`config.mk`:
```
export PLATFORM = sky130hd
export DESIGN_NAME = apb_gpio
export DESIGN_NICKNAME = d
export VERILOG_FILES = /design/src/gpio_reg_pkg.sv /design/src/gpio_pad_pkg.sv /design/src/gpio_apb_decode.sv /design/src/gpio_in_sync.sv /design/src/gpio_regs.sv /design/src/gpio_irq.sv /design/src/apb_gpio.sv
export SDC_FILE = /design/constraint.sdc
export NUM_CORES = 1
export LEC_CHECK = 0
export ABC_AREA = 1
export BUFFER_PORTS_ARGS = -buffer_cell sky130_fd_sc_hd__buf_2
export CAP_MARGIN = 20
export CORE_MARGIN = 5
export CORE_UTILIZATION = 35
export DETAILED_ROUTE_END_ITERATION = 10
export PLACE_DENSITY = 0.56
export SYNTH_ARGS = -nofsm -noshare
export SYNTH_HDL_FRONTEND = slang
export SYNTH_SLANG_ARGS = --single-unit
```
`constraint.sdc`:
```
create_clock -name HCLK -period 1.5 [get_ports HCLK]
set_input_delay 0.15 -clock HCLK [delete_from_list [all_inputs] [get_ports HCLK]]
set_output_delay 0.15 -clock HCLK [all_outputs]
set_load 0.005 [all_outputs]
```
`src/gpio_reg_pkg.sv`:
```
package gpio_reg_pkg;

    localparam int apb_data_w = 32;
    localparam int reg_idx_w  = 5;  // PADDR[6:2]

    typedef enum logic [reg_idx_w-1:0] {
        reg_paddir     = 5'd0,
        reg_gpioen     = 5'd1,
        reg_padin      = 5'd2,
        reg_padout     = 5'd3,
        reg_padoutset  = 5'd4,
        reg_padoutclr  = 5'd5,
        reg_inten      = 5'd6,
        reg_inttype_lo = 5'd7,  // Pads 0 to 15
        reg_inttype_hi = 5'd8,  // Pads 16 to 31
        reg_intstatus  = 5'd9
    } reg_idx_e;

    typedef enum logic [1:0] {
        int_fall = 2'b00,
        int_rise = 2'b01,
        int_both = 2'b10,
        int_none = 2'b11   // Never triggers
    } int_type_e;

    // Same data word, per-pad bits or per-pad type fields
    typedef union packed {
        logic [apb_data_w-1:0]                bits;
        int_type_e [apb_data_w/2-1:0]         types;
    } apb_word_u;

    typedef struct packed {
        logic      wr;
        logic      rd;
        reg_idx_e  idx;
        apb_word_u wdata;
    } reg_access_t;

endpackage

```
`src/gpio_pad_pkg.sv`:
```
package gpio_pad_pkg;

    // Upper bound of pad_num
    localparam int max_pads = 32;

    // Edge flags per pad, bits at and above pad_num stay zero
    typedef struct packed {
        logic [max_pads-1:0] rise;
        logic [max_pads-1:0] fall;
    } pad_edges_t;

endpackage

```
`src/gpio_apb_decode.sv`:
```
module gpio_apb_decode #(
    parameter int apb_addr_w = 12
) (
    input  logic [apb_addr_w-1:0]              PADDR,
    input  logic [gpio_reg_pkg::apb_data_w-1:0] PWDATA,
    input  logic                               PWRITE,
    input  logic                               PSEL,
    input  logic                               PENABLE,
    output gpio_reg_pkg::reg_access_t          access,
    output logic                               status_rd
);

    import gpio_reg_pkg::*;

    logic     acc_phase;
    reg_idx_e idx;

    // Enable phase, APB never waits here
    assign acc_phase = PSEL & PENABLE;

    // Word index, unmapped values pass through and read as zero
    assign idx = reg_idx_e'(PADDR[reg_idx_w+1:2]);

    assign access.wr         = acc_phase & PWRITE;
    assign access.rd         = acc_phase & ~PWRITE;
    assign access.idx        = idx;
    assign access.wdata.bits = PWDATA;

    // Clear-on-read strobe for the status register
    assign status_rd = acc_phase && !PWRITE && (idx == reg_intstatus);

endmodule

```
`src/gpio_in_sync.sv`:
```
module gpio_in_sync #(
    parameter int pad_num = 32
) (
    input  logic                     HCLK,
    input  logic                     HRESETn,
    input  logic [pad_num-1:0]       gpio_in,
    input  logic [pad_num-1:0]       gpio_en,
    output logic [pad_num-1:0]       gpio_in_sync,
    output logic [pad_num-1:0]       pad_in,
    output gpio_pad_pkg::pad_edges_t edges
);

    import gpio_pad_pkg::*;

    localparam int grp_num = (pad_num + 3) / 4;

    logic [4*grp_num-1:0] en_ext;
    logic [grp_num-1:0]   grp_en;
    logic [pad_num-1:0]   s0;
    logic [pad_num-1:0]   s1;
    logic [pad_num-1:0]   s2;

    // One enable per group of four pads
    always_comb
    begin
        en_ext = '0;
        en_ext[pad_num-1:0] = gpio_en;
        for (int g = 0; g < grp_num; g++)
            grp_en[g] = |en_ext[4*g +: 4];
    end

    always_ff @(posedge HCLK or negedge HRESETn)
    begin
        if (!HRESETn)
        begin
            s0 <= '0;
            s1 <= '0;
            s2 <= '0;
        end
        else
        begin
            for (int i = 0; i < pad_num; i++)
            begin
                if (grp_en[i/4])  // Idle groups hold all stages
                begin
                    s0[i] <= gpio_in[i];
                    s1[i] <= s0[i];
                    s2[i] <= s1[i];
                end
            end
        end
    end

    assign gpio_in_sync = s1;
    assign pad_in       = s2;

    always_comb
    begin
        edges = '0;
        edges.rise[pad_num-1:0] = s1 & ~s2;
        edges.fall[pad_num-1:0] = ~s1 & s2;
    end

endmodule

```
`src/gpio_regs.sv`:
```
module gpio_regs #(
    parameter int pad_num = 32
) (
    input  logic                                  HCLK,
    input  logic                                  HRESETn,
    input  gpio_reg_pkg::reg_access_t             access,
    input  logic [pad_num-1:0]                    pad_in,
    input  logic [pad_num-1:0]                    status,
    output logic [gpio_reg_pkg::apb_data_w-1:0]   PRDATA,
    output logic [pad_num-1:0]                    gpio_dir,
    output logic [pad_num-1:0]                    gpio_out,
    output logic [pad_num-1:0]                    gpio_en,
    output logic [pad_num-1:0]                    inten,
    output gpio_reg_pkg::int_type_e [pad_num-1:0] inttype
);

    import gpio_reg_pkg::*;

    logic [pad_num-1:0] wd;
    logic [pad_num-1:0] rd_pads;
    logic               rd_is_pads;
    apb_word_u          rd_word;

    assign wd = access.wdata.bits[pad_num-1:0];

    always_ff @(posedge HCLK or negedge HRESETn)
    begin
        if (!HRESETn)
        begin
            gpio_dir <= '0;
            gpio_out <= '0;
            gpio_en  <= '0;
            inten    <= '0;
            inttype  <= '0;
        end
        else if (access.wr)
        begin
            case (access.idx)
                reg_paddir:    gpio_dir <= wd;
                reg_gpioen:    gpio_en  <= wd;
                reg_padout:    gpio_out <= wd;
                reg_padoutset: gpio_out <= gpio_out | wd;
                reg_padoutclr: gpio_out <= gpio_out & ~wd;
                reg_inten:     inten    <= wd;
                reg_inttype_lo:
                begin
                    for (int i = 0; i < pad_num && i < 16; i++)
                        inttype[i] <= access.wdata.types[i];
                end
                reg_inttype_hi:
                begin
                    for (int i = 16; i < pad_num; i++)
                        inttype[i] <= access.wdata.types[i-16];
                end
                default: ;  // Read-only or unmapped
            endcase
        end
    end

    // Read word, zero outside a read and for unmapped indices
    always_comb
    begin
        rd_pads      = '0;
        rd_is_pads   = 1'b1;
        rd_word.bits = '0;
        if (access.rd)
        begin
            case (access.idx)
                reg_paddir:    rd_pads = gpio_dir;
                reg_gpioen:    rd_pads = gpio_en;
                reg_padin:     rd_pads = pad_in;
                reg_padout:    rd_pads = gpio_out;
                reg_inten:     rd_pads = inten;
                reg_intstatus: rd_pads = status;
                reg_inttype_lo:
                begin
                    rd_is_pads = 1'b0;
                    for (int i = 0; i < pad_num && i < 16; i++)
                        rd_word.types[i] = inttype[i];
                end
                reg_inttype_hi:
                begin
                    rd_is_pads = 1'b0;
                    for (int i = 16; i < pad_num; i++)
                        rd_word.types[i-16] = inttype[i];
                end
                default: rd_pads = '0;
            endcase
        end
        if (rd_is_pads)
            rd_word.bits[pad_num-1:0] = rd_pads;  // Upper bits stay zero
        PRDATA = rd_word.bits;
    end

endmodule

```
`src/gpio_irq.sv`:
```
module gpio_irq #(
    parameter int pad_num = 32
) (
    input  logic                                  HCLK,
    input  logic                                  HRESETn,
    input  gpio_pad_pkg::pad_edges_t              edges,
    input  logic [pad_num-1:0]                    gpio_en,
    input  logic [pad_num-1:0]                    inten,
    input  gpio_reg_pkg::int_type_e [pad_num-1:0] inttype,
    input  logic                                  status_rd,
    output logic [pad_num-1:0]                    status,
    output logic                                  interrupt
);

    import gpio_reg_pkg::*;
    import gpio_pad_pkg::*;

    logic [pad_num-1:0] match;
    logic [pad_num-1:0] hits;

    // Edge against the pad's configured type
    always_comb
    begin
        for (int i = 0; i < pad_num; i++)
        begin
            case (inttype[i])
                int_fall: match[i] = edges.fall[i];
                int_rise: match[i] = edges.rise[i];
                int_both: match[i] = edges.rise[i] | edges.fall[i];
                int_none: match[i] = 1'b0;
            endcase
        end
    end

    assign hits      = match & inten & gpio_en;
    assign interrupt = |hits;

    // New hits win over a clear in the same cycle
    always_ff @(posedge HCLK or negedge HRESETn)
    begin
        if (!HRESETn)
            status <= '0;
        else if (interrupt)
            status <= status | hits;
        else if (status_rd)
            status <= '0;
    end

endmodule

```
`src/apb_gpio.sv`:
```
module apb_gpio #(
    parameter int apb_addr_w = 12,
    parameter int pad_num    = 32
) (
    input  logic                               HCLK,
    input  logic                               HRESETn,
    input  logic [apb_addr_w-1:0]              PADDR,
    input  logic [gpio_reg_pkg::apb_data_w-1:0] PWDATA,
    input  logic                               PWRITE,
    input  logic                               PSEL,
    input  logic                               PENABLE,
    output logic [gpio_reg_pkg::apb_data_w-1:0] PRDATA,
    output logic                               PREADY,
    output logic                               PSLVERR,
    input  logic [pad_num-1:0]                 gpio_in,
    output logic [pad_num-1:0]                 gpio_in_sync,
    output logic [pad_num-1:0]                 gpio_out,
    output logic [pad_num-1:0]                 gpio_dir,
    output logic                               interrupt
);

    import gpio_reg_pkg::*;
    import gpio_pad_pkg::*;

    reg_access_t               access;
    logic                      status_rd;
    logic [pad_num-1:0]        pad_in;
    pad_edges_t                edges;
    logic [pad_num-1:0]        gpio_en;
    logic [pad_num-1:0]        inten;
    int_type_e [pad_num-1:0]   inttype;
    logic [pad_num-1:0]        status;

    // No wait states, no errors
    assign PREADY  = 1'b1;
    assign PSLVERR = 1'b0;

    gpio_apb_decode #(
        .apb_addr_w (apb_addr_w)
    ) u_decode (
        .PADDR     (PADDR),
        .PWDATA    (PWDATA),
        .PWRITE    (PWRITE),
        .PSEL      (PSEL),
        .PENABLE   (PENABLE),
        .access    (access),
        .status_rd (status_rd)
    );

    gpio_in_sync #(
        .pad_num (pad_num)
    ) u_in_sync (
        .HCLK         (HCLK),
        .HRESETn      (HRESETn),
        .gpio_in      (gpio_in),
        .gpio_en      (gpio_en),
        .gpio_in_sync (gpio_in_sync),
        .pad_in       (pad_in),
        .edges        (edges)
    );

    gpio_regs #(
        .pad_num (pad_num)
    ) u_regs (
        .HCLK     (HCLK),
        .HRESETn  (HRESETn),
        .access   (access),
        .pad_in   (pad_in),
        .status   (status),
        .PRDATA   (PRDATA),
        .gpio_dir (gpio_dir),
        .gpio_out (gpio_out),
        .gpio_en  (gpio_en),
        .inten    (inten),
        .inttype  (inttype)
    );

    gpio_irq #(
        .pad_num (pad_num)
    ) u_irq (
        .HCLK      (HCLK),
        .HRESETn   (HRESETn),
        .edges     (edges),
        .gpio_en   (gpio_en),
        .inten     (inten),
        .inttype   (inttype),
        .status_rd (status_rd),
        .status    (status),
        .interrupt (interrupt)
    );

endmodule

```
; Word-level counts from Yosys, hierarchy flattened
; Index checks and enable logic that the tools add are counted.
; Widths: inputs -> output; s select.
[classes]
n_eq_ne = 105
n_mux = 42
bitwise_logic = 46
reduce_logical = 54
[ops]
columns = cell, n
row1 = $pmux 32 s6, 1
row2 = $and 32x32->32, 5
row3 = $mux 32, 5
row4 = $eq 2x2->1 const B, 64
row5 = $pmux 1 s4, 32
row6 = $not 32->32, 3
row7 = $pmux 32 s3, 1
row8 = $eq 2x1->1 const B, 32
row9 = $logic_not 2->1, 32
row10 = $or 32x32->32, 2
row11 = $pmux 32 s2, 1
row12 = $or 1x1->1, 32
row13 = $reduce_or 32->1, 1
row14 = $reduce_or 4->1, 8
row15 = $eq 5x3->1 const B, 4
row16 = $reduce_and 2->1, 6
row17 = $eq 5x2->1 const B, 2
row18 = $eq 5x4->1 const B, 2
row19 = $eq 5x1->1 const B, 1
row20 = $logic_not 5->1, 1
row21 = $and 1x1->1, 3
row22 = $reduce_bool 3->1, 1
row23 = $logic_and 1x1->1, 2
row24 = $mux 1, 2
row25 = other kinds (4), 4
[word_totals]
regBits = 320
in_bits = 81
out_inout_bits = 131
word_cells = 308

; Depth between registers and ports, before layout
[depth]
word_depth = 8
mapped_depth = 14
ltp_nobuf = 13

; Hierarchy
; Synthesis repeated with hierarchy kept, for this count alone.
[hier_totals]
hier_cells = 2474
area_unflattened_um2 = 17404.2
[by_module_without_submodules]
columns = mod, instances, cells_each, area_per_inst_um2, seq_area_each_um2
row1 = gpio_regs, 1, 1385, 9960.8, 4804.6
row2 = gpio_in_sync, 1, 560, 4444.3, 2402.3
row3 = gpio_irq, 1, 476, 2648.8, 800.8
row4 = gpio_apb_decode, 1, 49, 327.8, 0.0
row5 = apb_gpio, 1, 4, 22.5, 0.0

; Worst setup path before layout
; Ideal clock, no wire load.
[synth_timing]
path_type = reg-to-reg
start = register u_in_sync.s1[28] (netlist: u_in_sync.gpio_in_sync[28])
end = register u_irq.status[24]
setup_ns = 0.116
arrival_time_ns = 1.555
required_ns = 1.384
path_slack_ns = -0.172
path_stages_with_launch = 15
n_path_buf = 1
period_less_slack_ns = 1.672
path_cell_list = dfrtp_1 > inv_1 > ha_1 > nand2_1 > nand2_1 > nand2_1 > nand3b_1 > nand2_1 > nor2_1 > nand2_1 > nor2_1 > nand2_2 > buf_4 > nand2_1 > nand2_1
[synth_between]
elab_chain_len = 8
word_cells_on_any_way = 10
cone_classes = mux: 2 / bitwise: 6 / reduce/logical: 2
[synth_lines]
columns = element, line
row1 = from (decl), gpio_in_sync.sv:20  ; logic [pad_num-1:0] s1;
row2 = "from (signal, indexed assignment)", gpio_in_sync.sv:47  ; s1[i] <= s0[i];
row3 = $not 32->32, gpio_in_sync.sv:61  ; edges.fall[pad_num-1:0] = ~s1 & s2;
row4 = $and 32x32->32, gpio_in_sync.sv:61
row5 = $or 1x1->1, gpio_irq.sv:29  ; int_both: match[i] = edges.rise[i] | edges.fall[i];
row6 = $pmux 1 s4 (*), gpio_irq.sv:26  ; case (inttype[i])
row7 = $and 32x32->32 (*) (2 in a row), gpio_irq.sv:35  ; assign hits = match & inten & gpio_en;
row8 = $reduce_or 32->1 (*), gpio_irq.sv:36  ; assign interrupt = |hits;
row9 = net interrupt, apb_gpio.sv:19  ; output logic interrupt
row10 = $mux 32 or $reduce_bool 2->1 (tied branches), -
row11 = to (signal assigned), gpio_irq.sv:44  ; status <= status | hits;
row12 = to (decl), gpio_irq.sv:11  ; output logic [pad_num-1:0] status,
; The timed path passes the listed nets; every way through them passes the cells marked *.
; A chain may end at the register's enable or synchronous reset.

; Final worst setup path
[layout_timing]
start = register u_in_sync.s1[17] (netlist: u_in_sync.gpio_in_sync[17])
end = output interrupt
[layout_between]
elab_chain_len = 7
word_cells_on_any_way = 8
cone_classes = mux: 1 / bitwise: 6 / reduce/logical: 1
[layout_lines]
columns = element, line
row1 = $not 32->32, gpio_in_sync.sv:61
row2 = $and 32x32->32, gpio_in_sync.sv:61
row3 = $or 1x1->1, gpio_irq.sv:29
row4 = $pmux 1 s4 (*), gpio_irq.sv:26
row5 = $and 32x32->32 (*) (2 in a row), gpio_irq.sv:35
row6 = $reduce_or 32->1 (*), gpio_irq.sv:36
row7 = to (decl), apb_gpio.sv:19
; Every way passes the cells marked *; elsewhere a longest branch is shown, timed or not.

==> flow_summary.ini <==
[final_layout]
drive_above_1_share_pct = 31.4
finalNonFillerCells = 3205
utilization_pct = 50.9
diodes = 0
fin_nets = 2714
area_delta_synth_final_pct = 44.7

[pwr]
power_density_nw_per_um2 = 1360
sw_frac_of_total_pct = 32.3
seq_power_share_pct = 37.8
p_sw_w = 0.0104
cellInternalPower_w = 0.0218
pwr-share-comb_pct = 31.8
total_leakage_power_nw = 12.2
ir_worst_vdd_uv = 795
pwr-share-clk_pct = 30.4

[worst_setup_path]
crit_arrival_ns = 2.41
cp_common_cell = nand2_1
start_kind = register
ff2ff_path_depth = 15
path_cells = inv_1 -> ha_1 -> nand2_1 -> nand2_1 -> nand2_1 -> nand3_1 -> nand2_1 -> nor2_1 -> nand2_1 -> nor2_2 -> nand2_2 -> buf_12 -> buf_6
criticalPathCategory = register to primary output
cp_top_family = simple AND/OR/NAND/NOR gates
regToRegSetupSlack_ns = -0.75
critical_path_required_ns = 1.35
worstPathMaxFanout = 3
crit_path_max_incr_delay_ns = 0.37
regToRegStartpoint = u_in_sync.gpio_in_sync[17]
setup.worst_path.end_class = primary output
rr_endpoint = u_irq.status[13]
crit_slowest_cell = dfrtp_1
crit_buf_inv = 3

[sta]
setup_viol = 65
hold_viol = 0
fin_ws_ns = -1.06
rsz0062_at_grt = yes
fin_skew_ns = 0.0208
slew_violations = 0
fmax_mhz = 390
period_minus_slack_ns = 2.56
fin_crit_sh_pct = 171

[yosys]
synth_area_leaders = dfrtp_1, nand2_1, o21ai_0
ys.flop_type = dfrtp_1
yosysSeqAreaShare_pct = 49.1
synthCells = 2016
synth.distinct_cells = 31
yosys-top-cells-count = nand2_1, dfrtp_1, inv_1
synth-edff-count = 0
async_reset_ff_share_pct = 100
yosysWarnings = 0
syn_nets = 2161
synth_top_area_cell = dfrtp_1
syn_avg_cell_area_um2 = 8.09
yosysMostFrequentCell = nand2_1
ys_ff_latch = 320
syn-cell-area_um2 = 16300
synth_top_area_share_pct = 49.1

[floorplanning]
core.rowCount = 79
start_util_pct = 35.2
die-width_um = 226
coreArea_um2 = 46400
ios = 212
die_y_um = 226
dieArea_um2 = 51000

[drt]
ant_nets = 0
wl_mm = 61.8
vias = 16009
viasPerCell = 5.00
dr.pass1.iters = 7
drc_errors = 0
first_iter_violations = 1128
wl_per_cell_um = 19.3

[status]
status = complete, but fails checks
violations = setup timing

[clock_tree]
clk_pin_slew_ns = 0.06
cts_tree = done
numCtsBuffers = 40
clock_latency_ns = 0.56
clock-sinks = 320
cts-root-buf = clkbuf_16
cts_buffer_depth = 3
cts_max_level = 2

[grt]
grt_usage_pct = 23.9
grt_pass1_vias = 16066
grt_pass1_wl_mm = 94.3
grt_max_degree = 44
antenna_found_initial = 1
grt_overflow = 0

[place]
dp_cells = 3057
routabilityCongestion = 0.889
hpwl_mm = 44.7
portBuffers = 202
dpl_worst_slack_ns = -0.577

[run]
cap_violations = 0

[min_path]
min_delay_path_depth = 3
hp-class = input port to register
min_to = u_regs.gpio_dir[27]
worstHoldStart = PWDATA[27]
-- area by class of cell --
cell class              count  area (um2)
fillers                  4363       22700
inverters                 246         928
clock buffers              63        1220
multi-input cells        1361        7620
flip-flops and latches    320        8010
clock inverters             8         103
repair buffers            600        4970
well taps                 607         759
-- what timing repair did --
action                                 in CTS  in global routing
hold buffers                               52                  0
resized for setup                         166                106
pin swaps                                  85                 73
gates cloned                                1                  1
buffers inserted                           22                 30
setup endpoints to repair                  68                 71
endpoints found under the hold margin     434                  0
-- layout by cell type, fill, tap and decap left out, drive strengths merged, types with 2 or more instances in the layout --
master / n
a21oi: 33
a22o: 16
buf: 546
bufinv: 2
clkbuf: 64
clkinv: 2
clkinvlp: 2
conb: 2
dfrtp: 320
dlygate4sd3: 52
ha: 64
inv: 248
mux2: 32
nand2: 732
nand3: 22
nand3b: 53
nand4: 12
nor2: 38
o2111ai: 17
o21ai: 266
o22ai: 70
-- tightest hold or removal path: stages --
cell and delay (ns):
buf_2 0.08, inv_1 0.12, o21ai_0 0.18
-- power groups by stage --
stage          sequential [W]  clock, W  combinational [W]
2_1_floorplan          0.0120         0            0.00410
3_3_place_gp           0.0121         0            0.00877
3_5_place_dp           0.0122         0            0.00901
4_1_cts                0.0121   0.00997            0.00985
5_1_grt                0.0124    0.0103             0.0115
6_report               0.0122   0.00979             0.0102
-- per-layer routing --
metal  GRT usage [%]  wire length (um)
met5               0                11
met3            3.83              4180
met1            32.4             26800
met4            6.91              1640
met2            39.8             29200
-- how the worst max path moves through the flow --
stage	from	endpoint	slack, ns	cells past startpoint
6_report	u_in_sync.gpio_in_sync[17]	interrupt	-1.06	13
5_1_grt	u_in_sync.gpio_in_sync[7]	interrupt	-1.13	13
4_1_cts	u_in_sync.gpio_in_sync[0]	interrupt	-1.07	12
3_5_place_dp	u_in_sync.gpio_in_sync[0]	u_irq.status[4]	-0.58	14
3_3_place_gp	u_in_sync.gpio_in_sync[8]	u_irq.status[20]	-0.53	14
2_1_floorplan	u_in_sync.gpio_in_sync[2]	u_irq.status[24]	-0.17	14
-- metrics by stage --
stage                     hold WS (ns)  total power, W  area (um2)  setup TNS, ns
after floorplan                 -0.146          0.0161       16300          -4.99
after global placement          0.0992          0.0209       20600         -32.33
after detailed placement        0.0974          0.0212       20600         -38.60
after CTS                      0.00520          0.0320       23100         -31.65
after global routing            0.0298          0.0342       23600         -35.50
final                           0.0235          0.0322       23600         -31.34
-- registers in the layout, indices dropped and copies added, names as in the netlist --
register	flops
u_irq.status	32
u_regs.inten	32
u_in_sync.pad_in	32
u_regs.inttype	64
u_regs.gpio_out	32
u_regs.gpio_en	32
u_regs.gpio_dir	32
u_in_sync.s0	32
u_in_sync.gpio_in_sync	32
-- cell families (layout without fill, tap and decap cells) --
kind of cell    count (synthesis)  in the layout  share of synthesized area [%]
compound gates                405            405                           13.8
fa+ha+maj                      64             64                           4.91
buf+inv                       335            917                           8.22
flops                         320            320                           49.1
mux                            32             32                           2.21
other cells                     2              2                         0.0460
simple gates                  858            858                           21.7
(Power assumes the default switching activity.)
